$ cat src/include/dcache_consts.svh
`ifndef DCACHE_CONSTS_SVH
`define DCACHE_CONSTS_SVH

// cache geometry
`define DC_WAYS      2
`define DC_SETS      16
`define DC_WORDS     4    // 32-bit words per line
`define DC_OFFSET_W  4    // byte offset within a line
`define DC_INDEX_W   4
`define DC_TAG_W     24   // 32 - index - offset

// every bus transfer is a whole line
`define DC_BURST_LEN 4

`endif

$ cat src/hw/dcache_pkg.sv
`include "dcache_consts.svh"

package dcache_pkg;

    // one buffered cpu request
    typedef struct packed {
        logic        op;     // 1 store, 0 load
        logic [31:0] addr;
        logic [3:0]  wstrb;  // byte mask, also the access size
        logic [31:0] wdata;
    } cache_req_t;

    // per way, per set
    typedef struct packed {
        logic                 valid;
        logic                 dirty;
        logic [`DC_TAG_W-1:0] tag;
    } tag_entry_t;

    // word 0 sits in the low bits
    typedef logic [`DC_WORDS-1:0][31:0] line_t;

    // miss buffer contents
    typedef struct packed {
        logic                   way;
        tag_entry_t             entry;
        logic [`DC_INDEX_W-1:0] index;
    } victim_t;

endpackage

$ cat src/hw/dcache_bus_port.sv
`include "dcache_consts.svh"

module dcache_bus_port (
    input  logic               clk,
    input  logic               rst,
    input  logic               fill_start,
    input  logic               wb_start,
    input  dcache_pkg::line_t  wb_line,
    input  logic [31:0]        line_addr_rd,
    input  logic [31:0]        line_addr_wb,
    input  logic               r_rdy,
    input  logic               ret_valid,
    input  logic               ret_last,
    input  logic [31:0]        r_data_bus,
    input  logic               w_rdy,
    input  logic               w_data_ready,
    input  logic               b_valid,
    output dcache_pkg::line_t  fill_line,
    output logic               fill_done,
    output logic               wb_done,
    output logic               r_req,
    output logic [31:0]        r_addr,
    output logic               r_data_ready,
    output logic               w_req,
    output logic [31:0]        w_addr,
    output logic               w_data_req,
    output logic [31:0]        w_data_bus,
    output logic [3:0]         w_strb,
    output logic               w_last,
    output logic               b_ready
);

    localparam int BEAT_W = $clog2(`DC_BURST_LEN);
    localparam logic [BEAT_W-1:0] LAST_BEAT = BEAT_W'(`DC_BURST_LEN - 1);

    typedef enum logic [1:0] {R_IDLE, R_REQ, R_DATA} rd_state_t;
    typedef enum logic [1:0] {W_IDLE, W_REQ, W_DATA, W_RESP} wr_state_t;

    rd_state_t         rd_state;
    wr_state_t         wr_state;
    logic [BEAT_W-1:0] rd_cnt;
    logic [BEAT_W-1:0] wr_cnt;
    dcache_pkg::line_t wb_buf;    // shifts one word per beat

    always_ff @(posedge clk) begin
        if (rst) begin
            rd_state  <= R_IDLE;
            rd_cnt    <= '0;
            fill_done <= 1'b0;
        end else begin
            fill_done <= 1'b0;
            case (rd_state)
                R_IDLE: if (fill_start) rd_state <= R_REQ;
                R_REQ: begin
                    if (r_rdy) begin
                        rd_state <= R_DATA;
                        rd_cnt   <= '0;
                    end
                end
                default: begin
                    if (ret_valid) begin
                        rd_cnt <= rd_cnt + 1'b1;
                        if (ret_last) begin
                            rd_state  <= R_IDLE;
                            fill_done <= 1'b1;
                        end
                    end
                end
            endcase
        end
    end

    always_ff @(posedge clk) begin
        if (rd_state == R_IDLE && fill_start)
            r_addr <= line_addr_rd;
        if (rd_state == R_DATA && ret_valid)
            fill_line[rd_cnt] <= r_data_bus;   // beat k is word k
        if (wr_state == W_IDLE && wb_start) begin
            w_addr <= line_addr_wb;
            wb_buf <= wb_line;
        end else if (wr_state == W_DATA && w_data_ready) begin
            wb_buf <= {32'b0, wb_buf[`DC_WORDS-1:1]};
        end
    end

    always_ff @(posedge clk) begin
        if (rst) begin
            wr_state <= W_IDLE;
            wr_cnt   <= '0;
            wb_done  <= 1'b0;
        end else begin
            wb_done <= 1'b0;
            case (wr_state)
                W_IDLE: if (wb_start) wr_state <= W_REQ;
                W_REQ: begin
                    if (w_rdy) begin
                        wr_state <= W_DATA;
                        wr_cnt   <= '0;
                    end
                end
                W_DATA: begin
                    if (w_data_ready) begin
                        wr_cnt <= wr_cnt + 1'b1;
                        if (wr_cnt == LAST_BEAT)
                            wr_state <= W_RESP;
                    end
                end
                default: begin
                    if (b_valid) begin
                        wr_state <= W_IDLE;
                        wb_done  <= 1'b1;
                    end
                end
            endcase
        end
    end

    assign r_req        = (rd_state == R_REQ);
    assign r_data_ready = (rd_state == R_DATA);
    assign w_req        = (wr_state == W_REQ);
    assign w_data_req   = (wr_state == W_DATA);
    assign w_last       = (wr_state == W_DATA) && (wr_cnt == LAST_BEAT);
    assign b_ready      = (wr_state == W_RESP);
    assign w_data_bus   = wb_buf[0];
    assign w_strb       = 4'b1111;   // full words only

    a_last_beat: assert property (@(posedge clk) disable iff (rst)
        (rd_state == R_DATA && ret_valid && ret_last) |-> rd_cnt == LAST_BEAT);

endmodule

$ cat config.mk
export PLATFORM = sky130hd
export DESIGN_NAME = dcache_bus_port
export DESIGN_NICKNAME = d
export VERILOG_FILES = /design/src/hw/dcache_pkg.sv /design/src/hw/dcache_bus_port.sv
export VERILOG_INCLUDE_DIRS = /design/src /design/src/include
export SDC_FILE = /design/constraint.sdc
export NUM_CORES = 1
export LEC_CHECK = 0
export ABC_CLOCK_PERIOD_IN_PS = 4490
export BUFFER_PORTS_ARGS = -buffer_cell sky130_fd_sc_hd__buf_4
export CAP_MARGIN = 20
export CORE_AREA = 2 2 184 186
export DETAILED_ROUTE_END_ITERATION = 10
export DIE_AREA = 0 0 186 188
export PLACE_DENSITY_LB_ADDON = 0.1
export SYNTH_ARGS = -nofsm -noshare
export SYNTH_HDL_FRONTEND = slang
export SYNTH_SLANG_ARGS = --single-unit
export TNS_END_PERCENT = 100
$ cat constraint.sdc
create_clock -name clk -period 4.49 [get_ports clk]
set_input_delay 0.449 -clock clk [delete_from_list [all_inputs] [get_ports clk]]
set_output_delay 0.449 -clock clk [all_outputs]
set_load 0.005 [all_outputs]
==> metrics.cfg <==
[run_status]
status=finished, final reports clean

[synth]
synth_cell_types=34
yosysWarnings=0
synth_edf_count=320
synth_common_cells=edfxtp_1, mux2_2, buf_4
synth_flop_cell=edfxtp_1
ys_top_cells_by_area=edfxtp_1, mux2_2, buf_4
synthArstFlopShare_pct=0
muxShareOfSynthArea_pct=9.67
synth.avg_cell_area_sq_um=20.7
synth_top_family_by_area=multiplexers
yosysMostFrequentCell=edfxtp_1
synth_top_area_cell=edfxtp_1
synth_xor_area_share_pct=0.0727
syn_inst=581
synth-simple-area-share_pct=3.44
synth-compound-area-share_pct=0.571
synth_seq_cells=330
synth_area_sq_um=12100
synth_fa_ha_area_share_pct=1.25
synth_top_area_share_pct=79.7
synth-seq-area-share_pct=81.4

[clocking]
ctsHoldBuffers=0
htreeDepth=2
cts_resized=0
clockBufferDepth=3
cts_setup_buffers=0
clkTransAtPathRegs_ps=60
cts-root-buf=clkbuf_16
cts_made_buffers=37
cts_tree=built
clock_sinks=330
clk_latency_ps=520

[global_route]
antenna_found_initial=4
grt_usage_pct=17.0
first_global_vias=7181
grt_pass1_wl_um=43900
overflow=0
grt_max_degree=129

[worst_setup_path]
crit_buf_inv=3
r2r_slack_ps=1980
crit_family=buffers and inverters
path_cells=inv_1, ha_1, buf_4, and2_4, buf_12, mux2_2
cp_slowest_cell=buf_12
worst_ep_required_time_ps=4740
endpoint_kind=flop
arrival_ps=2760
crit_path_start_kind=flop
critPathMaxStageDelay_ps=500
critPathKind=reg2reg
path_max_fanout=128

[drt]
routed_via_density=4.41
wl_met1_um=10800
dr_wl_met3_um=3870
top_layer_used=met5
ant_nets=0
drc=0
wire_per_inst_um=20.1
initialDrtViolationCount=361
num_vias=6709
met2_length_um=15300
drtPass1Iterations=4
drt-total-wl_um=30500

[floorplanning]
start_util_pct=36.4
die_y_um=188
num_rows=67
die_w_um=186
coreArea_sq_um=33100
io_pins=470
dieArea_sq_um=35000

[cells_and_area]
syn_to_final_growth_pct=40.6
drive_gt1_share_pct=57.9
nets=1288

[power]
p_per_area_nw_per_um2=536
ir_worst_vdd_mv=0.325
leakagePower_nw=6.80

[run]
max-cap-violations=0

[sta]
maxSlewViolCount=0
setup_viol_count_final=0
max_freq_mhz=399
tns_ps=0
layout_setup_ws_ps=1980
worst_pin_slew_ps=783
fin_worst_skew_ps=18.8
post-route-min-period_ps=2510
final_hold_viol_count=0
relSlewSlack_pct=47.8
period_share_pct=55.8
rsz0062_at_grt=false

[placed_design]
gp_congestion=0.758
hpwl_um=21500
portBuffers=465
pre_cts_ws_ps=2010

[hold_path]
hp-class=in2reg

==> sequential cells by signal, summed over array words and instances (netlist names) <==
register,count
wr_state,2
wb_done,1
rd_state,2
r_addr,32
fill_done,1
w_data_bus,32
rd_cnt,2
wr_cnt,2
w_addr,32
wb_buf,96
fill_line,128
==> worst paths after layout <==
kind                       startpoint                      to  depth (start not counted)
max          wr_state[0]$_SDFFE_PP0P_    wb_buf[43]$_DFFE_PP_                          6
min                   line_addr_rd[7]     r_addr[7]$_DFFE_PP_                          1
min reg2reg    wr_cnt[1]$_SDFFE_PP0P_  wr_cnt[1]$_SDFFE_PP0P_                          2
max reg2reg  wr_state[0]$_SDFFE_PP0P_    wb_buf[43]$_DFFE_PP_                          6
==> cells in the final DEF (no fill, tap or decap), drive strengths merged <==
cell type  count
and3          38
nand2b         7
nand4          1
nor2b          2
a21o           1
nand3b         2
o211ai         1
nand2          5
bufinv         3
o31ai          2
a21oi          4
buf          474
mux2          96
dfxtp         10
clkinv        15
clkbuf        46
o21ai          1
edfxtp       320
xor2           1
inv            6
mux2i          1
conb           4
or4b           1
and2           2
ha            12
clkinvlp       1
a22oi          1
nor3b          1
or4            1
diode          2
nor2           9
a31oi          1
nor4           1
==> power breakdown <==
part           switching [W]  internal [W]
combinational       0.000804      0.000950
clock                0.00117       0.00169
sequential          0.000170       0.00429
total                0.00215       0.00693
==> metrics by stage <==
step           cells  utilization (%)  total power, W  instance area (sq um)  hold slack (ps)
5_1_grt         1519             51.2         0.00952                  16900             82.5
6_report        1520             51.2         0.00908                  16900              107
3_5_place_dp    1451             47.7         0.00631                  15800              521
2_1_floorplan    584                -         0.00576                  12100              481
4_1_cts         1518             51.2         0.00921                  16900             79.2
3_3_place_gp    1451             47.7         0.00628                  15800              505
==> cell type report <==
type	count	area (sq um)
Antenna cell	2	5.00
Clock buffer	46	960
Clock inverter	21	180
Fill cell	2833	16200
Inverter	4	15.0
Multi-Input combinational cell	195	1830
Sequential cell	330	9810
Tap cell	448	561
Timing Repair Buffer	474	3580
==> layer usage <==
| metal | GRT usage (%) | up-vias |
|---|---|---|
| li1 | - | 3129 |
| met2 | 29.2 | 279 |
| met4 | 4.09 | 2 |
| met3 | 9.34 | 36 |
| met1 | 18.1 | 3263 |
| met5 | 0 | - |
==> logic make-up (layout without fill, tap and decap cells) <==
family / after synthesis / after routing
other cells: 1 / 6
simple gates: 70 / 70
mux: 97 / 97
xor+xnor: 1 / 1
buf+inv: 59 / 545
compound gates: 11 / 11
fa+ha+maj: 12 / 12
flops: 330 / 330
==> worst register-to-register path, stage by stage (launching register included) <==
cell and delay, ps:
dfxtp_1 350, inv_1 130, ha_1 160, buf_4 300, and2_4 230, buf_12 500, mux2_2 570
Power figures use the tool's default switching activity.
