$ cat src/include/dcache_consts.svh
`ifndef DCACHE_CONSTS_SVH
`define DCACHE_CONSTS_SVH

// cache geometry
`define DC_WAYS      2
`define DC_SETS      16
`define DC_WORDS     4    // 32-bit words per line
`define DC_OFFSET_W  4    // byte offset within a line
`define DC_INDEX_W   4
`define DC_TAG_W     24   // 32 - index - offset

// every bus transfer is a whole line
`define DC_BURST_LEN 4

`endif

$ cat src/hw/dcache_pkg.sv
`include "dcache_consts.svh"

package dcache_pkg;

    // one buffered cpu request
    typedef struct packed {
        logic        op;     // 1 store, 0 load
        logic [31:0] addr;
        logic [3:0]  wstrb;  // byte mask, also the access size
        logic [31:0] wdata;
    } cache_req_t;

    // per way, per set
    typedef struct packed {
        logic                 valid;
        logic                 dirty;
        logic [`DC_TAG_W-1:0] tag;
    } tag_entry_t;

    // word 0 sits in the low bits
    typedef logic [`DC_WORDS-1:0][31:0] line_t;

    // miss buffer contents
    typedef struct packed {
        logic                   way;
        tag_entry_t             entry;
        logic [`DC_INDEX_W-1:0] index;
    } victim_t;

endpackage

$ cat src/hw/dcache_arrays.sv
`include "dcache_consts.svh"

module dcache_arrays (
    input  logic                                clk,
    input  logic                                rst,
    input  logic [`DC_INDEX_W-1:0]              lookup_index,
    input  logic [`DC_TAG_W-1:0]                lookup_tag,
    input  logic                                tag_we,
    input  logic                                data_we,
    input  logic                                wr_way,
    input  dcache_pkg::line_t                   wr_line,
    input  dcache_pkg::tag_entry_t              wr_tag,
    input  logic                                lru_touch,
    output logic                                hit,
    output logic                                hit_way,
    output dcache_pkg::tag_entry_t              victim,
    output dcache_pkg::line_t [`DC_WAYS-1:0]    way_data
);

    dcache_pkg::tag_entry_t tags  [`DC_WAYS][`DC_SETS];
    dcache_pkg::line_t      lines [`DC_WAYS][`DC_SETS];
    logic [`DC_SETS-1:0]    lru;       // way to evict next
    logic [`DC_WAYS-1:0]    hit_vec;
    logic                   repl_way;

    always_comb begin
        for (int w = 0; w < `DC_WAYS; w++) begin
            way_data[w] = lines[w][lookup_index];
            hit_vec[w]  = tags[w][lookup_index].valid &&
                          (tags[w][lookup_index].tag == lookup_tag);
        end
    end

    // empty way first, else lru
    always_comb begin
        if (!tags[0][lookup_index].valid)
            repl_way = 1'b0;
        else if (!tags[1][lookup_index].valid)
            repl_way = 1'b1;
        else
            repl_way = lru[lookup_index];
    end

    assign hit     = |hit_vec;
    assign hit_way = hit ? hit_vec[1] : repl_way;   // names the victim on a miss
    assign victim  = tags[repl_way][lookup_index];

    always_ff @(posedge clk) begin
        if (rst) begin
            for (int w = 0; w < `DC_WAYS; w++) begin
                for (int s = 0; s < `DC_SETS; s++) begin
                    tags[w][s].valid <= 1'b0;
                    tags[w][s].dirty <= 1'b0;
                end
            end
            lru <= '0;
        end else begin
            if (tag_we)
                tags[wr_way][lookup_index] <= wr_tag;
            if (lru_touch)
                lru[lookup_index] <= ~wr_way;   // other way becomes lru
        end
    end

    always_ff @(posedge clk) begin
        if (data_we)
            lines[wr_way][lookup_index] <= wr_line;
    end

    a_one_hit: assert property (@(posedge clk) disable iff (rst) !(&hit_vec));

endmodule

$ cat config.mk
export PLATFORM = sky130hd
export DESIGN_NAME = dcache_arrays
export DESIGN_NICKNAME = d
export VERILOG_FILES = /design/src/hw/dcache_pkg.sv /design/src/hw/dcache_arrays.sv
export VERILOG_INCLUDE_DIRS = /design/src /design/src/include
export SDC_FILE = /design/constraint.sdc
export NUM_CORES = 2
export LEC_CHECK = 0
export ABC_AREA = 1
export BUFFER_PORTS_ARGS = -buffer_cell sky130_fd_sc_hd__buf_2
export CORE_ASPECT_RATIO = 0.9
export CORE_MARGIN = 3
export CORE_UTILIZATION = 45
export DETAILED_ROUTE_END_ITERATION = 6
export GPL_TIMING_DRIVEN = 0
export PLACE_DENSITY_LB_ADDON = 0.1
export SLEW_MARGIN = 5
export SYNTH_ARGS = -nofsm -noshare
export SYNTH_HDL_FRONTEND = slang
export SYNTH_MEMORY_MAX_BITS = 65536
export SYNTH_SLANG_ARGS = --single-unit
$ cat constraint.sdc
create_clock -name clk -period 19.1 [get_ports clk]
set_input_delay 1.91 -clock clk [delete_from_list [all_inputs] [get_ports clk]]
set_output_delay 1.91 -clock clk [all_outputs]
set_load 0.01 [all_outputs]
==> qor.txt <==
Post-Layout Cell Count: 18441
List of cells traversed by the critical path: buf_2 -> nand2_2 -> inv_1 -> clkbuf_1 -> clkbuf_1 -> clkbuf_1 -> o211ai_1 -> o2111ai_1 -> buf_2
R2R cell count: 2
Die X-Extent: 680.6 um
Critical Setup Path Class: input pin to primary output
Leak: 68.84 nW
Result of the run: complete, but fails checks
Worst endpoint required time: 17.19 ns
Hold_sp: lru[12]$_SDFFE_PP0P_
Count of pins on the block boundary: 472
Minimum setup slack among reg-to-reg paths: 18.42 ns
GR Layer Usage met2: 0.4755
Shortest period the worst path allows: 9.048 ns
Die height: 613.1 um
Post-synthesis share of cell area spent on and, or, nand and nor gates: 0.05177
Detail-routed net length per standard cell: 35.85 um
Cell type of the slowest stage on the worst timing path: sky130_fd_sc_hd__clkbuf_1
Cell family contributing the most delay on the critical path: buffers and inverters
Utilization after layout: 0.5297
Routability Congestion: 0.9716
Largest family of logic cells by synthesized area: compound AO/OA/AOI/OAI gates
DRT Pass-1 Iters: 7
Area contributors post-synth: sky130_fd_sc_hd__edfxtp_1, sky130_fd_sc_hd__a22oi_1, sky130_fd_sc_hd__a21oi_1
Clock transition at the registers of the reported paths: 0.06 ns
Largest buffer count on any clock path: 4
Number of setup violations in the final report: 0
Violation count after the first detailed-routing iteration: 16713
Data arrival time at the worst-slack endpoint: 7.14 ns
Most prevalent standard cell on the critical path: sky130_fd_sc_hd__clkbuf_1
Hold Crit Endpoint: lru[12]$_SDFFE_PP0P_
Die area: 417200 sq um
Number of hold violations in the final report: 0
Period utilization: 0.4737
Worst R2R Start: lru[15]$_SDFFE_PP0P_
Crit start category: input pin
Sum Neg Setup Slack: 0 ns
Compound-cell area share of the yosys netlist: 0.1213
Vias in the first global route: 110181
Fraction of layout cells with a size suffix above 1: 0.1437
Largest net degree at the start of global routing: 33
DR vias/cell: 6.297
Critical Path Fanout Max: 10
Transition time at the pin with the least slew margin: 1.543 ns
Yosys top cell by area: sky130_fd_sc_hd__edfxtp_1
Post-Synthesis Net Count: 11513
Leading register cell type out of synthesis: sky130_fd_sc_hd__edfxtp_1
Number of flops mapped to enable cells by yosys: 4928
Classification of the worst-slack hold path: flop to flop
Peak VDD IR: 0.08946 mV
Crit-path max cell delay: 1.12 ns
Number of cells upsized or downsized after cts: 0
Area of the core region: 406900 sq um
Number of setup buffers added after CTS: 0
Synthesized flop and latch total: 4944
Post-detail-place hpwl: 445200 um
Met1 track utilization from global routing: 0.4306
Mapped Avg Cell Area: 16.27 sq um
Final #Nets: 12760
TritonCTS buffer count: 484
Reg2Reg Capture Point: lru[15]$_SDFFE_PP0P_
Setup repair after global routing missed its margin: false
WL final: 661100 um
Violated checks: design-rule violations, max-capacitance violations, max-slew violations
Final-report max-slew violation count: 11
Yosys Warn Count: 0
Cell count of the worst hold path: 2
Max-cap check violation count: 1
Starting Density: 0.4529
Power per standard cell area: 106.6 nW/um^2
Clock tree from TritonCTS: built
Mapped cell area: 184300 sq um
Clock Sink Count: 4944
Endpoint kind of the worst setup timing path: primary output
Post-route design area: 215500 sq um
Deepest level of the CTS H-tree: 5
Number of unique standard cell types used by synthesis: 35
Initial antenna violation count: 75
Fill cells: 32748
Row Count: 222
Buf/Inv on CP: 6
Part of the Yosys area used for sequential elements: 0.8047
Clock latency on the worst-skew pair: 1.02 ns
Total of hold buffers inserted after clock tree synthesis: 0
Global routing usage on met3: 0.06403
FFs w/ async S/R, synth: 0
Vias post-DR: 116132
Port Buf Inserts: 466
Synth Area in Adders: 0
Worst slew margin: -0.02891
Yosys top cell area share: 0.8030
Total cell area at the placement stage: 200100 sq um
DRC violations left: 1
Xor and xnor area share after synthesis: 0.0002376
Fraction of synthesized area in multiplexers: 0
Number of placed cells counting well taps: 17462
P&R area growth vs syn: 16.96%
Global-route wire length before repair: 895200 um
GRT Total Usage: 0.3091
Remaining global-route overflow: 0
Clock skew: 0 ns
Max Clock Freq: 0.1105 GHz
Routed Antenna Nets: 0
Synth Instances: 11325
CTS Root Cell: sky130_fd_sc_hd__clkbuf_16
Most used routing layer in global routing: met2
-- sequential cells by signal (all words and copies together), names as in the netlist --
register	count
lines	4096
lru	16
tags	832
-- worst max-delay path by stage --
stage | startpoint | slack (ns) | end | cells after the start
floorplan | lookup_index[3] | 9.85 | lines[0][384]$_DFFE_PP_ | 8
global placement | lookup_index[2] | -2.32 | lines[1][451]$_DFFE_PP_ | 8
detailed placement | lookup_index[2] | 10.42 | victim[22] | 9
CTS | lookup_index[2] | 10.41 | victim[22] | 9
global route | lookup_index[2] | 10.35 | victim[22] | 9
finish | lookup_index[2] | 10.05 | victim[22] | 9
-- tightest hold or removal path, delay by kind of cell, from the launching register on --
kind	cells	cell delay [ns]
flip-flops	1	0.30
buffers and inverters	1	0.06
AO/OA/AOI/OAI	1	0.05
-- layout make-up --
type	count	area, sq um	area share
flip-flops and latches	4944	148300	0.6880
multi-input cells	5488	32510	0.1508
clock buffers	587	12580	0.05838
repair buffers	761	8447	0.03919
well taps	5376	6726	0.03121
plain buffers	744	3526	0.01636
clock inverters	308	2673	0.01240
inverters	149	564.3	0.002618
diodes	84	210.2	0.0009752
-- metal layers --
layer	up-vias	share of wire
met5	-	0.00018
met4	20	0.045
met3	1156	0.10
met2	6914	0.45
met1	60149	0.40
li1	47893	-
-- Yosys cell counts, types with 24 or more instances --
| cell type | instances |
|---|---|
| sky130_fd_sc_hd__edfxtp_1 | 4928 |
| sky130_fd_sc_hd__a22oi_1 | 2090 |
| sky130_fd_sc_hd__nand2_1 | 1236 |
| sky130_fd_sc_hd__a21oi_1 | 1061 |
| sky130_fd_sc_hd__clkbuf_1 | 364 |
| sky130_fd_sc_hd__nor2_1 | 347 |
| sky130_fd_sc_hd__or4_1 | 256 |
| sky130_fd_sc_hd__buf_2 | 255 |
| sky130_fd_sc_hd__nand4_1 | 159 |
| sky130_fd_sc_hd__inv_1 | 137 |
| sky130_fd_sc_hd__o21ai_0 | 114 |
| sky130_fd_sc_hd__nand3_1 | 81 |
| sky130_fd_sc_hd__buf_1 | 71 |
| sky130_fd_sc_hd__buf_6 | 46 |
| sky130_fd_sc_hd__o211ai_1 | 33 |
| sky130_fd_sc_hd__o2111ai_1 | 24 |
-- cell families (layout without fill, tap and decap cells) --
logic type | after synthesis | after routing
flops | 4944 | 4944
other cells | 0 | 84
buf+inv | 893 | 2549
compound gates | 3364 | 3364
xor+xnor | 5 | 5
simple gates | 2119 | 2119
-- metrics by stage --
step / hold WS [ns] / setup WS (ns) / total power, mW
CTS: 0.4501 / 10.41 / 23.05
global route: 0.4722 / 10.35 / 23.57
detailed placement: 0.4409 / 10.42 / 13.90
global placement: 0.4405 / -2.319 / 13.86
finish: 0.4540 / 10.05 / 22.97
floorplan: 0.4237 / 9.848 / 12.99
-- cell usage in the layout, fill, tap and decap left out, types with 67 or more instances in the layout --
cell and count:
sky130_fd_sc_hd__diode_2 84, sky130_fd_sc_hd__clkinv_1 145, sky130_fd_sc_hd__a21oi_1 1061, sky130_fd_sc_hd__nor2_4 72
sky130_fd_sc_hd__buf_1 67, sky130_fd_sc_hd__or4_1 256, sky130_fd_sc_hd__clkbuf_1 436, sky130_fd_sc_hd__nand3_1 81
sky130_fd_sc_hd__buf_12 240, sky130_fd_sc_hd__nor2_1 258, sky130_fd_sc_hd__edfxtp_1 4928, sky130_fd_sc_hd__nand2_1 1235
sky130_fd_sc_hd__a22oi_1 2090, sky130_fd_sc_hd__clkinv_2 95, sky130_fd_sc_hd__o21ai_0 114, sky130_fd_sc_hd__buf_2 725
sky130_fd_sc_hd__clkbuf_16 488, sky130_fd_sc_hd__inv_1 137, sky130_fd_sc_hd__nand4_1 159
-- where the power goes --
part,switching [mW],total [mW],leakage [nW],internal [mW]
logic,1.23,1.61,18.1,0.379
clock network,4.11,9.28,7.47,5.16
registers,0.0310,12.1,43.3,12.1
total,5.37,23.0,68.8,17.6
No activity file was read; power rests on OpenSTA's default activity.
