===== src/include/dcache_consts.svh =====
`ifndef DCACHE_CONSTS_SVH
`define DCACHE_CONSTS_SVH

// cache geometry
`define DC_WAYS      2
`define DC_SETS      16
`define DC_WORDS     4    // 32-bit words per line
`define DC_OFFSET_W  4    // byte offset within a line
`define DC_INDEX_W   4
`define DC_TAG_W     24   // 32 - index - offset

// every bus transfer is a whole line
`define DC_BURST_LEN 4

`endif


===== src/hw/dcache_pkg.sv =====
`include "dcache_consts.svh"

package dcache_pkg;

    // one buffered cpu request
    typedef struct packed {
        logic        op;     // 1 store, 0 load
        logic [31:0] addr;
        logic [3:0]  wstrb;  // byte mask, also the access size
        logic [31:0] wdata;
    } cache_req_t;

    // per way, per set
    typedef struct packed {
        logic                 valid;
        logic                 dirty;
        logic [`DC_TAG_W-1:0] tag;
    } tag_entry_t;

    // word 0 sits in the low bits
    typedef logic [`DC_WORDS-1:0][31:0] line_t;

    // miss buffer contents
    typedef struct packed {
        logic                   way;
        tag_entry_t             entry;
        logic [`DC_INDEX_W-1:0] index;
    } victim_t;

endpackage


===== src/hw/dcache_ctrl.sv =====
`include "dcache_consts.svh"

module dcache_ctrl (
    input  logic                                clk,
    input  logic                                rst,
    input  logic                                valid,
    input  logic                                op,
    input  logic [31:0]                         addr,
    input  logic [3:0]                          write_type,
    input  logic [31:0]                         w_data_cpu,
    input  logic                                hit,
    input  logic                                hit_way,
    input  dcache_pkg::tag_entry_t              victim,
    input  dcache_pkg::line_t [`DC_WAYS-1:0]    way_data,
    input  dcache_pkg::line_t                   fill_line,
    input  logic                                fill_done,
    input  logic                                wb_done,
    output logic                                data_valid,
    output logic [31:0]                         r_data_cpu,
    output logic                                exception,
    output logic [`DC_INDEX_W-1:0]              lookup_index,
    output logic                                tag_we,
    output logic                                data_we,
    output logic                                wr_way,
    output dcache_pkg::line_t                   wr_line,
    output dcache_pkg::tag_entry_t              wr_tag,
    output logic                                lru_touch,
    output logic                                fill_start,
    output logic                                wb_start,
    output dcache_pkg::line_t                   wb_line,
    output logic [31:0]                         line_addr_rd,
    output logic [31:0]                         line_addr_wb
);

    typedef enum logic [2:0] {S_IDLE, S_LOOKUP, S_WB, S_FILL, S_RESP} state_t;

    state_t                 state;
    dcache_pkg::cache_req_t req_q;   // request buffer
    dcache_pkg::victim_t    mbuf;    // miss buffer
    dcache_pkg::line_t      base_line;
    logic [31:0]            rdata_q;
    logic                   exc_q;
    logic                   misaligned;
    logic                   hit_acc;
    logic                   fill_acc;
    logic [1:0]             word_sel;

    assign word_sel     = req_q.addr[`DC_OFFSET_W-1:2];
    assign lookup_index = req_q.addr[`DC_OFFSET_W +: `DC_INDEX_W];
    assign line_addr_rd = {req_q.addr[31:`DC_OFFSET_W], {`DC_OFFSET_W{1'b0}}};
    assign line_addr_wb = {mbuf.entry.tag, mbuf.index, {`DC_OFFSET_W{1'b0}}};
    assign wb_line      = way_data[mbuf.way];   // index is still the request's

    // access size comes from the byte mask
    always_comb begin
        case (req_q.wstrb)
            4'b1111:          misaligned = |req_q.addr[1:0];
            4'b0011, 4'b1100: misaligned = req_q.addr[0];
            default:          misaligned = 1'b0;
        endcase
    end

    assign hit_acc  = (state == S_LOOKUP) && hit && !misaligned;
    assign fill_acc = (state == S_FILL) && fill_done;

    // store merge into the hit line or the refilled line
    always_comb begin
        base_line = (state == S_FILL) ? fill_line : way_data[hit_way];
        wr_line   = base_line;
        if (req_q.op) begin
            for (int b = 0; b < 4; b++) begin
                if (req_q.wstrb[b])
                    wr_line[word_sel][8*b +: 8] = req_q.wdata[8*b +: 8];
            end
        end
    end

    assign wr_way    = (state == S_FILL) ? mbuf.way : hit_way;
    assign data_we   = (hit_acc && req_q.op) || fill_acc;
    assign tag_we    = data_we;
    assign lru_touch = hit_acc || fill_acc;
    assign wr_tag    = '{valid: 1'b1, dirty: req_q.op, tag: req_q.addr[31 -: `DC_TAG_W]};

    always_ff @(posedge clk) begin
        if (rst) begin
            state      <= S_IDLE;
            fill_start <= 1'b0;
            wb_start   <= 1'b0;
            exc_q      <= 1'b0;
        end else begin
            fill_start <= 1'b0;
            wb_start   <= 1'b0;
            case (state)
                S_IDLE: if (valid) state <= S_LOOKUP;
                S_LOOKUP: begin
                    exc_q <= misaligned;
                    if (misaligned || hit) begin
                        state <= S_RESP;
                    end else if (victim.valid && victim.dirty) begin
                        state    <= S_WB;   // write back before refill
                        wb_start <= 1'b1;
                    end else begin
                        state      <= S_FILL;
                        fill_start <= 1'b1;
                    end
                end
                S_WB: begin
                    if (wb_done) begin
                        state      <= S_FILL;
                        fill_start <= 1'b1;
                    end
                end
                S_FILL: if (fill_done) state <= S_RESP;
                default: state <= S_IDLE;
            endcase
        end
    end

    always_ff @(posedge clk) begin
        if (state == S_IDLE && valid)
            req_q <= '{op: op, addr: addr, wstrb: write_type, wdata: w_data_cpu};
        if (state == S_LOOKUP)
            mbuf <= '{way: hit_way, entry: victim, index: lookup_index};
        if (hit_acc || fill_acc)
            rdata_q <= wr_line[word_sel];
    end

    assign data_valid = (state == S_RESP);
    assign exception  = (state == S_RESP) && exc_q;
    assign r_data_cpu = rdata_q;

    // bus port only finishes what this FSM is waiting on
    a_fill_done: assert property (@(posedge clk) disable iff (rst)
        fill_done |-> state == S_FILL);
    a_wb_done: assert property (@(posedge clk) disable iff (rst)
        wb_done |-> state == S_WB);
    a_valid_idle: assert property (@(posedge clk) disable iff (rst)
        valid |-> state == S_IDLE);   // one request at a time

endmodule


===== config.mk =====
export PLATFORM = sky130hd
export DESIGN_NAME = dcache_ctrl
export DESIGN_NICKNAME = d
export VERILOG_FILES = /design/src/hw/dcache_pkg.sv /design/src/hw/dcache_ctrl.sv
export VERILOG_INCLUDE_DIRS = /design/src /design/src/include
export SDC_FILE = /design/constraint.sdc
export NUM_CORES = 1
export LEC_CHECK = 0
export BUFFER_PORTS_ARGS = -buffer_cell sky130_fd_sc_hd__buf_2
export CAP_MARGIN = 10
export CORE_AREA = 10 10 333 335
export CTS_BUF_LIST = sky130_fd_sc_hd__clkbuf_8 sky130_fd_sc_hd__clkbuf_16
export DETAILED_ROUTE_END_ITERATION = 8
export DIE_AREA = 0 0 343 345
export GPL_ROUTABILITY_DRIVEN = 1
export PLACE_DENSITY = 0.41
export SLEW_MARGIN = 30
export SYNTH_ARGS = -nofsm -noshare
export SYNTH_HDL_FRONTEND = slang
export SYNTH_SLANG_ARGS = --single-unit

===== constraint.sdc =====
create_clock -name clk -period 11.35 [get_ports clk]
set_clock_uncertainty 0.1 [all_clocks]
set_input_delay 1.135 -clock clk [delete_from_list [all_inputs] [get_ports clk]]
set_output_delay 1.135 -clock clk [all_outputs]
set_load 0.005 [all_outputs]

==> results of run 1 <==
-- cell usage after synthesis (15+ instances only) --
cell,number,share of area (%)
a211oi_1,102,6.4
a211oi_2,15,1.6
a21o_1,16,1.0
and2b_1,22,1.4
buf_2,33,1.4
buf_4,118,7.4
clkbuf_1,39,1.2
edfxtp_1,130,33
mux2_2,130,12
mux2i_1,28,2.4
nand2_1,126,4.0
nor2_1,106,3.3
nor2b_1,79,4.1
o21ai_0,47,2.0
o21ai_1,16,0.67
o221a_2,22,2.1
o22a_1,22,1.6
o22ai_1,16,0.84
o31ai_1,53,3.3
o31ai_2,19,2.0
-- power by group through the flow --
stage / registers (mW) / clock network (mW) / logic (mW)
detailed placement: 0.665 / 0 / 0.736
global placement: 0.665 / 0 / 0.737
floorplan: 0.643 / 0 / 0.343
CTS: 0.654 / 0.648 / 0.739
global route: 0.658 / 0.656 / 0.783
finish: 0.654 / 0.609 / 0.729
-- registers in the layout, indices dropped and copies added (netlist names) --
name and count:
r_data_cpu 32, req_q 40, line_addr_rd 28, line_addr_wb 28
exc_q 1, fill_start 1, wr_tag 1, state 3
wb_start 1, mbuf 1
-- layer usage --
metal	vias to the layer above	wire, µm	part of all wire [%]
met1	6413	40700	43
met4	24	2000	2.1
met3	102	8730	9.3
li1	6053	-	-
met2	712	42600	45
met5	-	136	0.14
-- layout make-up --
type                       instances  share of cell area [%]
antenna                           11                   0.157
clock buffer                      17                    2.43
clock inverter                    15                   0.892
inverter                           4                  0.0857
multi-input combinational        905                    37.5
sequential                       136                    23.0
tap                             1391                    9.93
timing repair buffer             892                    26.1
-- worst min path at each step --
stage	to	cells past startpoint
6_report	line_addr_wb[4]$_DFFE_PP_	0
5_1_grt	line_addr_wb[4]$_DFFE_PP_	0
4_1_cts	exc_q$_SDFFE_PP0P_	2
3_5_place_dp	line_addr_wb[6]$_DFFE_PP_	0
3_3_place_gp	exc_q$_SDFFE_PP0P_	2
2_1_floorplan	line_addr_wb[4]$_DFFE_PP_	0
-- through the flow --
stage	power (mW)	hold slack [ns]	util, %
after floorplan	0.986	0.353	-
after global placement	1.40	0.378	16.2
after detailed placement	1.40	0.379	16.2
after CTS	2.04	0.396	16.7
after global routing	2.10	0.414	16.8
final	1.99	0.391	16.8
-- logic make-up (layout without fill, tap and decap cells) --
logic type	Yosys count	in the layout	synth area share, %
buffers and inverters	214	928	11.7
DFF	136	136	33.8
other	2	20	0.0631
muxes	158	158	14.6
AOI/OAI and AO/OA	359	359	23.7
and+or+nand+nor	379	379	16.2
-- worst max-delay path: cells and delay by family --
family | cells | cell delay [ns]
AND/OR/NAND/NOR | 1 | 0.09
buffers and inverters | 4 | 1.36
AO/OA/AOI/OAI | 2 | 0.50
multiplexers | 1 | 0.16
==> impl_metrics.json, run 1 <==
{
  "status": "finished clean",
  "htree_num_levels": 4,
  "internal_power_mw": 1.22,
  "required_ns": 10.12,
  "die_area_um2": 118000,
  "clock_latency_ns": 0.51,
  "cts_made_buffers": 17,
  "io_pins": 876,
  "rsz0062_at_grt": "no",
  "rr_endpoint": "r_data_cpu[8]$_DFFE_PP_",
  "core_um2": 104000,
  "pre_cts_slack_ns": 6.54,
  "overflow": 0,
  "final_common_cell": "buf_2",
  "ys_warn_count": 0,
  "start_kind": "primary input",
  "clockRootBuffer": "clkbuf_16",
  "crit_end": "wr_line[40]",
  "cts_resized": 0,
  "drt_iter0_markers": 846,
  "async_flop_share_pct": 0,
  "use_met2_pct": 23.9,
  "first_global_vias": 13700,
  "seq_power_share_pct": 32.8,
  "power_density_nw_per_um2": 114,
  "multi_input_area_um2": 6570,
  "maxCapViolations": 0,
  "synth-seq-area-share_pct": 33.8,
  "synth_seq_cells": 136,
  "cp_common_cell": "o21ai_0",
  "worstPathCellList": "buf_8, buf_12, mux2i_1, nand2_1, o21ai_0, buf_4, o21ai_0, buf_2",
  "clock_path_buffers": 2,
  "synthCells": 1248,
  "crit_type": "primary input to output pin",
  "firstDrtPassIters": 4,
  "antenna_found_initial": 36,
  "initial_core_util_pct": 11.4,
  "slew_headroom_pct": 29.3,
  "cts.sink_count": 136,
  "seq_area_um2": 4020,
  "cp-end-kind": "output pin",
  "swShare_pct": 38.9,
  "ff2ff_setup_slack_ns": 7.66,
  "syn-cell-area_um2": 11900,
  "dpl.cell_count": 3327,
  "die_w_um": 343,
  "fin_crit_sh_pct": 41.9,
  "drv_slew": 0,
  "fin_cells": 3371,
  "avgSynthCellArea_um2": 9.54,
  "wire_per_inst_um": 27.9,
  "busiest_layer": "met2",
  "reg2reg_depth": 6,
  "slowest_delay_ns": 0.50,
  "fillers": 11900,
  "nNetsFinal": 2442,
  "hp-start": "line_addr_rd[4]$_DFFE_PP_",
  "globalRouteMet1Util_pct": 19.1,
  "power.switching_uw": 774,
  "drive_gt1_share_pct": 57.8,
  "ys.flop_type": "edfxtp_1",
  "timing.rr.start": "state[1]$_SDFFE_PP0P_",
  "layout_min_cycle_time_ns": 4.76,
  "pwr-share-comb_pct": 36.6,
  "clkSlewWorstSetupHoldPaths_ns": 0.07,
  "cts_tree": "yes",
  "setup.worst_path.start": "hit_way",
  "path_max_fanout": 111,
  "synth_edf_count": 130,
  "num_rows": 119,
  "port_buffers": 866,
  "setup_tns_ns": 0,
  "p_leak_nw": 7.45,
  "synth_cell_types": 53,
  "clock.fmax_ghz": 0.210,
  "grt_first_pass_wirelength_um": 122000,
  "tightest_slew_ns": 1.06,
  "layout_common_cells": "buf_2 (865), mux2_2 (130), edfxtp_1 (130)",
  "hold_violations": 0,
  "postCtsSetupBuffers": 0,
  "gp_congestion": 0.894,
  "remaining_drc_errors": 0,
  "ctsHoldBuffers": 0,
  "hpwlAfterDp_um": 79900,
  "placed_cell_area_um2": 16900,
  "syn2layout_area_growth_pct": 47.2,
  "via_count": 13300,
  "setup_viol": 0,
  "hold_class": "flip-flop to flip-flop",
  "grt_max_degree": 112,
  "track_usage_pct": 15.1,
  "design_area_um2": 17500,
  "totalWireLength_um": 94200,
  "p_clk_share_pct": 30.6,
  "fin_ws_ns": 6.59,
  "fp.dieH_um": 345,
  "detail-route-antenna-nets": 0,
  "ir_drop_mv": 0.0820,
  "crit_arrival_ns": 3.52,
  "cp_slowest_cell": "buf_8",
  "grt_util_met3_pct": 5.29,
  "vias_per_cell": 3.95
}
No activity file was read; power rests on OpenSTA's default activity.
==> inputs of run 2 (changes only) <==
- CORE_AREA: 10 10 333 335 -> 10 10 331 333
- DIE_AREA: 0 0 343 345 -> 0 0 341 343
- PLACE_DENSITY: 0.41 -> 0.42
- clock period: 11.35 -> 3.9 ns (I/O delays scaled with it)
==> run 2 against run 1 <==
Combinational power grew to 3.1 times the previous value. Critical path type is now flip-flop to output pin. Worst hold slack worse by 0.31 ns. Count of clock-buffer cells in the layout unchanged. Clock power grew to 3.0 times the previous value.
==> impl_metrics.json, run 2 (synthesis results as in run 1) <==
{
  "cp-end-kind": "output pin",
  "reg2reg_depth": 6,
  "path_max_fanout": 28,
  "power.switching_mw": 2.30,
  "initial_core_util_pct": 11.6,
  "seq_area_um2": 4020,
  "core_um2": 103000,
  "cts_tree": "yes",
  "pre_cts_slack_ns": 0.552,
  "firstDrtPassIters": 5,
  "wire_per_inst_um": 28.2,
  "ir_drop_mv": 0.236,
  "cp_slowest_cell": "o31ai_1",
  "fin_crit_sh_pct": 95.8,
  "cts.sink_count": 136,
  "seq_power_share_pct": 31.9,
  "swShare_pct": 38.6,
  "overflow": 0,
  "clockRootBuffer": "clkbuf_16",
  "hold_depth": 3,
  "p_leak_nw": 8.02,
  "drt_iter0_markers": 962,
  "slowest_delay_ns": 0.87,
  "final_common_cell": "buf_2",
  "grt_max_degree": 103,
  "largest_reg_flops": 40,
  "gp_congestion": 0.875,
  "required_ns": 3.41,
  "hp-start": "wb_done",
  "maxCapViolations": 0,
  "crit_arrival_ns": 3.25,
  "multi_input_area_um2": 6570,
  "placed_cell_area_um2": 17200,
  "via_count": 13800,
  "tightest_slew_ns": 1.05,
  "drv_slew": 0,
  "top_register": "req_q",
  "postCtsSetupBuffers": 0,
  "rr_endpoint": "r_data_cpu[29]$_DFFE_PP_",
  "detail-route-antenna-nets": 0,
  "hold_class": "primary input to flip-flop",
  "hpwlAfterDp_um": 82700,
  "grt_first_pass_wirelength_um": 126000,
  "min_to": "fill_start$_SDFF_PP0_",
  "fillers": 11600,
  "clock.fmax_ghz": 0.268,
  "totalWireLength_um": 97900,
  "cts_made_buffers": 17,
  "design_area_um2": 18700,
  "rsz0062_at_grt": "no",
  "pwr-share-comb_pct": 37.5,
  "layout_min_cycle_time_ns": 3.74,
  "port_buffers": 866,
  "total_power_mw": 5.95,
  "clock_latency_ns": 0.50,
  "die_w_um": 341,
  "htree_num_levels": 4,
  "worstPathCellList": "and3b_4, buf_4, a211oi_1, o31ai_1, buf_2",
  "slew_headroom_pct": 29.3,
  "layout_common_cells": "buf_2 (865), mux2_2 (130), edfxtp_1 (130)",
  "io_pins": 876,
  "fin_ws_ns": 0.165,
  "hold_violations": 0,
  "first_global_vias": 14100,
  "internal_power_mw": 3.65,
  "antenna_found_initial": 38,
  "p_clk_share_pct": 30.6,
  "num_rows": 118,
  "drive_gt1_share_pct": 55.7,
  "fp.dieH_um": 343,
  "setup_tns_ns": 0,
  "clkSlewWorstSetupHoldPaths_ns": 0.08,
  "power_density_nw_per_um2": 318,
  "nNetsFinal": 2561,
  "start_kind": "flip-flop",
  "timing.rr.start": "state[1]$_SDFFE_PP0P_",
  "die_area_um2": 117000,
  "vias_per_cell": 3.96,
  "ff2ff_setup_slack_ns": 0.89,
  "remaining_drc_errors": 0,
  "setup_viol": 0,
  "syn2layout_area_growth_pct": 57.3,
  "status": "finished clean",
  "track_usage_pct": 15.7,
  "crit_type": "flip-flop to output pin",
  "clock_path_buffers": 2
}
-- run 2: power groups by stage --
| stage | clock network [mW] | registers [mW] | logic, mW |
|---|---|---|---|
| global route | 1.96 | 1.91 | 2.39 |
| CTS | 1.93 | 1.90 | 2.29 |
| global placement | 0 | 1.93 | 2.19 |
| floorplan | 0 | 1.87 | 0.999 |
| finish | 1.82 | 1.90 | 2.23 |
| detailed placement | 0 | 1.93 | 2.19 |
-- run 2: critical path: cells and delay by family (launching register included) --
family	cells	cell delay, ns
AOI/OAI and AO/OA	2	0.97
and+or+nand+nor	1	0.62
buffers and inverters	2	0.60
DFF	1	0.53
-- run 2: worst max-delay path by stage --
stage                                startpoint  slack, ns                          to  depth (start not counted)
after floorplan           state[1]$_SDFFE_PP0P_       0.91  line_addr_rd[10]$_DFFE_PP_                          4
after global placement    state[1]$_SDFFE_PP0P_       0.60                 wr_line[52]                          6
after detailed placement  state[1]$_SDFFE_PP0P_       0.55                 wr_line[52]                          6
after CTS                 state[1]$_SDFFE_PP0P_       0.09                 wr_line[75]                          6
after global routing      state[1]$_SDFFE_PP0P_       0.08                 wr_line[76]                          5
final                     state[1]$_SDFFE_PP0P_       0.16                 wr_line[76]                          5
-- run 2: through the flow --
stage | instances | util, % | hold slack, ns
after global routing | 3469 | 18.2 | 0.0363
after CTS | 3468 | 18.2 | 0.0101
after detailed placement | 3341 | 16.7 | 0.372
after global placement | 3340 | 16.6 | 0.359
after floorplan | 1255 | - | 0.353
final | 3473 | 18.2 | 0.0784
-- run 2: layer usage --
metal | global-route usage, % | vias to the layer above | routed length (µm)
met5 | 0 | - | 235
met3 | 5.24 | 98 | 8100
met2 | 25.6 | 704 | 45300
met1 | 19.9 | 6655 | 42600
li1 | - | 6258 | -
met4 | 3.47 | 38 | 1730
-- run 2: final cells by class --
cell class | count | area share (%)
timing repair buffer | 1011 | 30.9
tap | 1380 | 9.22
sequential | 136 | 21.5
inverter | 4 | 0.0802
multi-input combinational | 905 | 35.1
clock inverter | 15 | 0.929
antenna | 5 | 0.0668
clock buffer | 17 | 2.27
-- run 2: what timing repair did --
item                                    4_1_cts  5_1_grt
endpoints found under the hold margin        95        0
hold buffers                                 95        0
resized for setup                             1        1
endpoints found under the setup margin        1        1
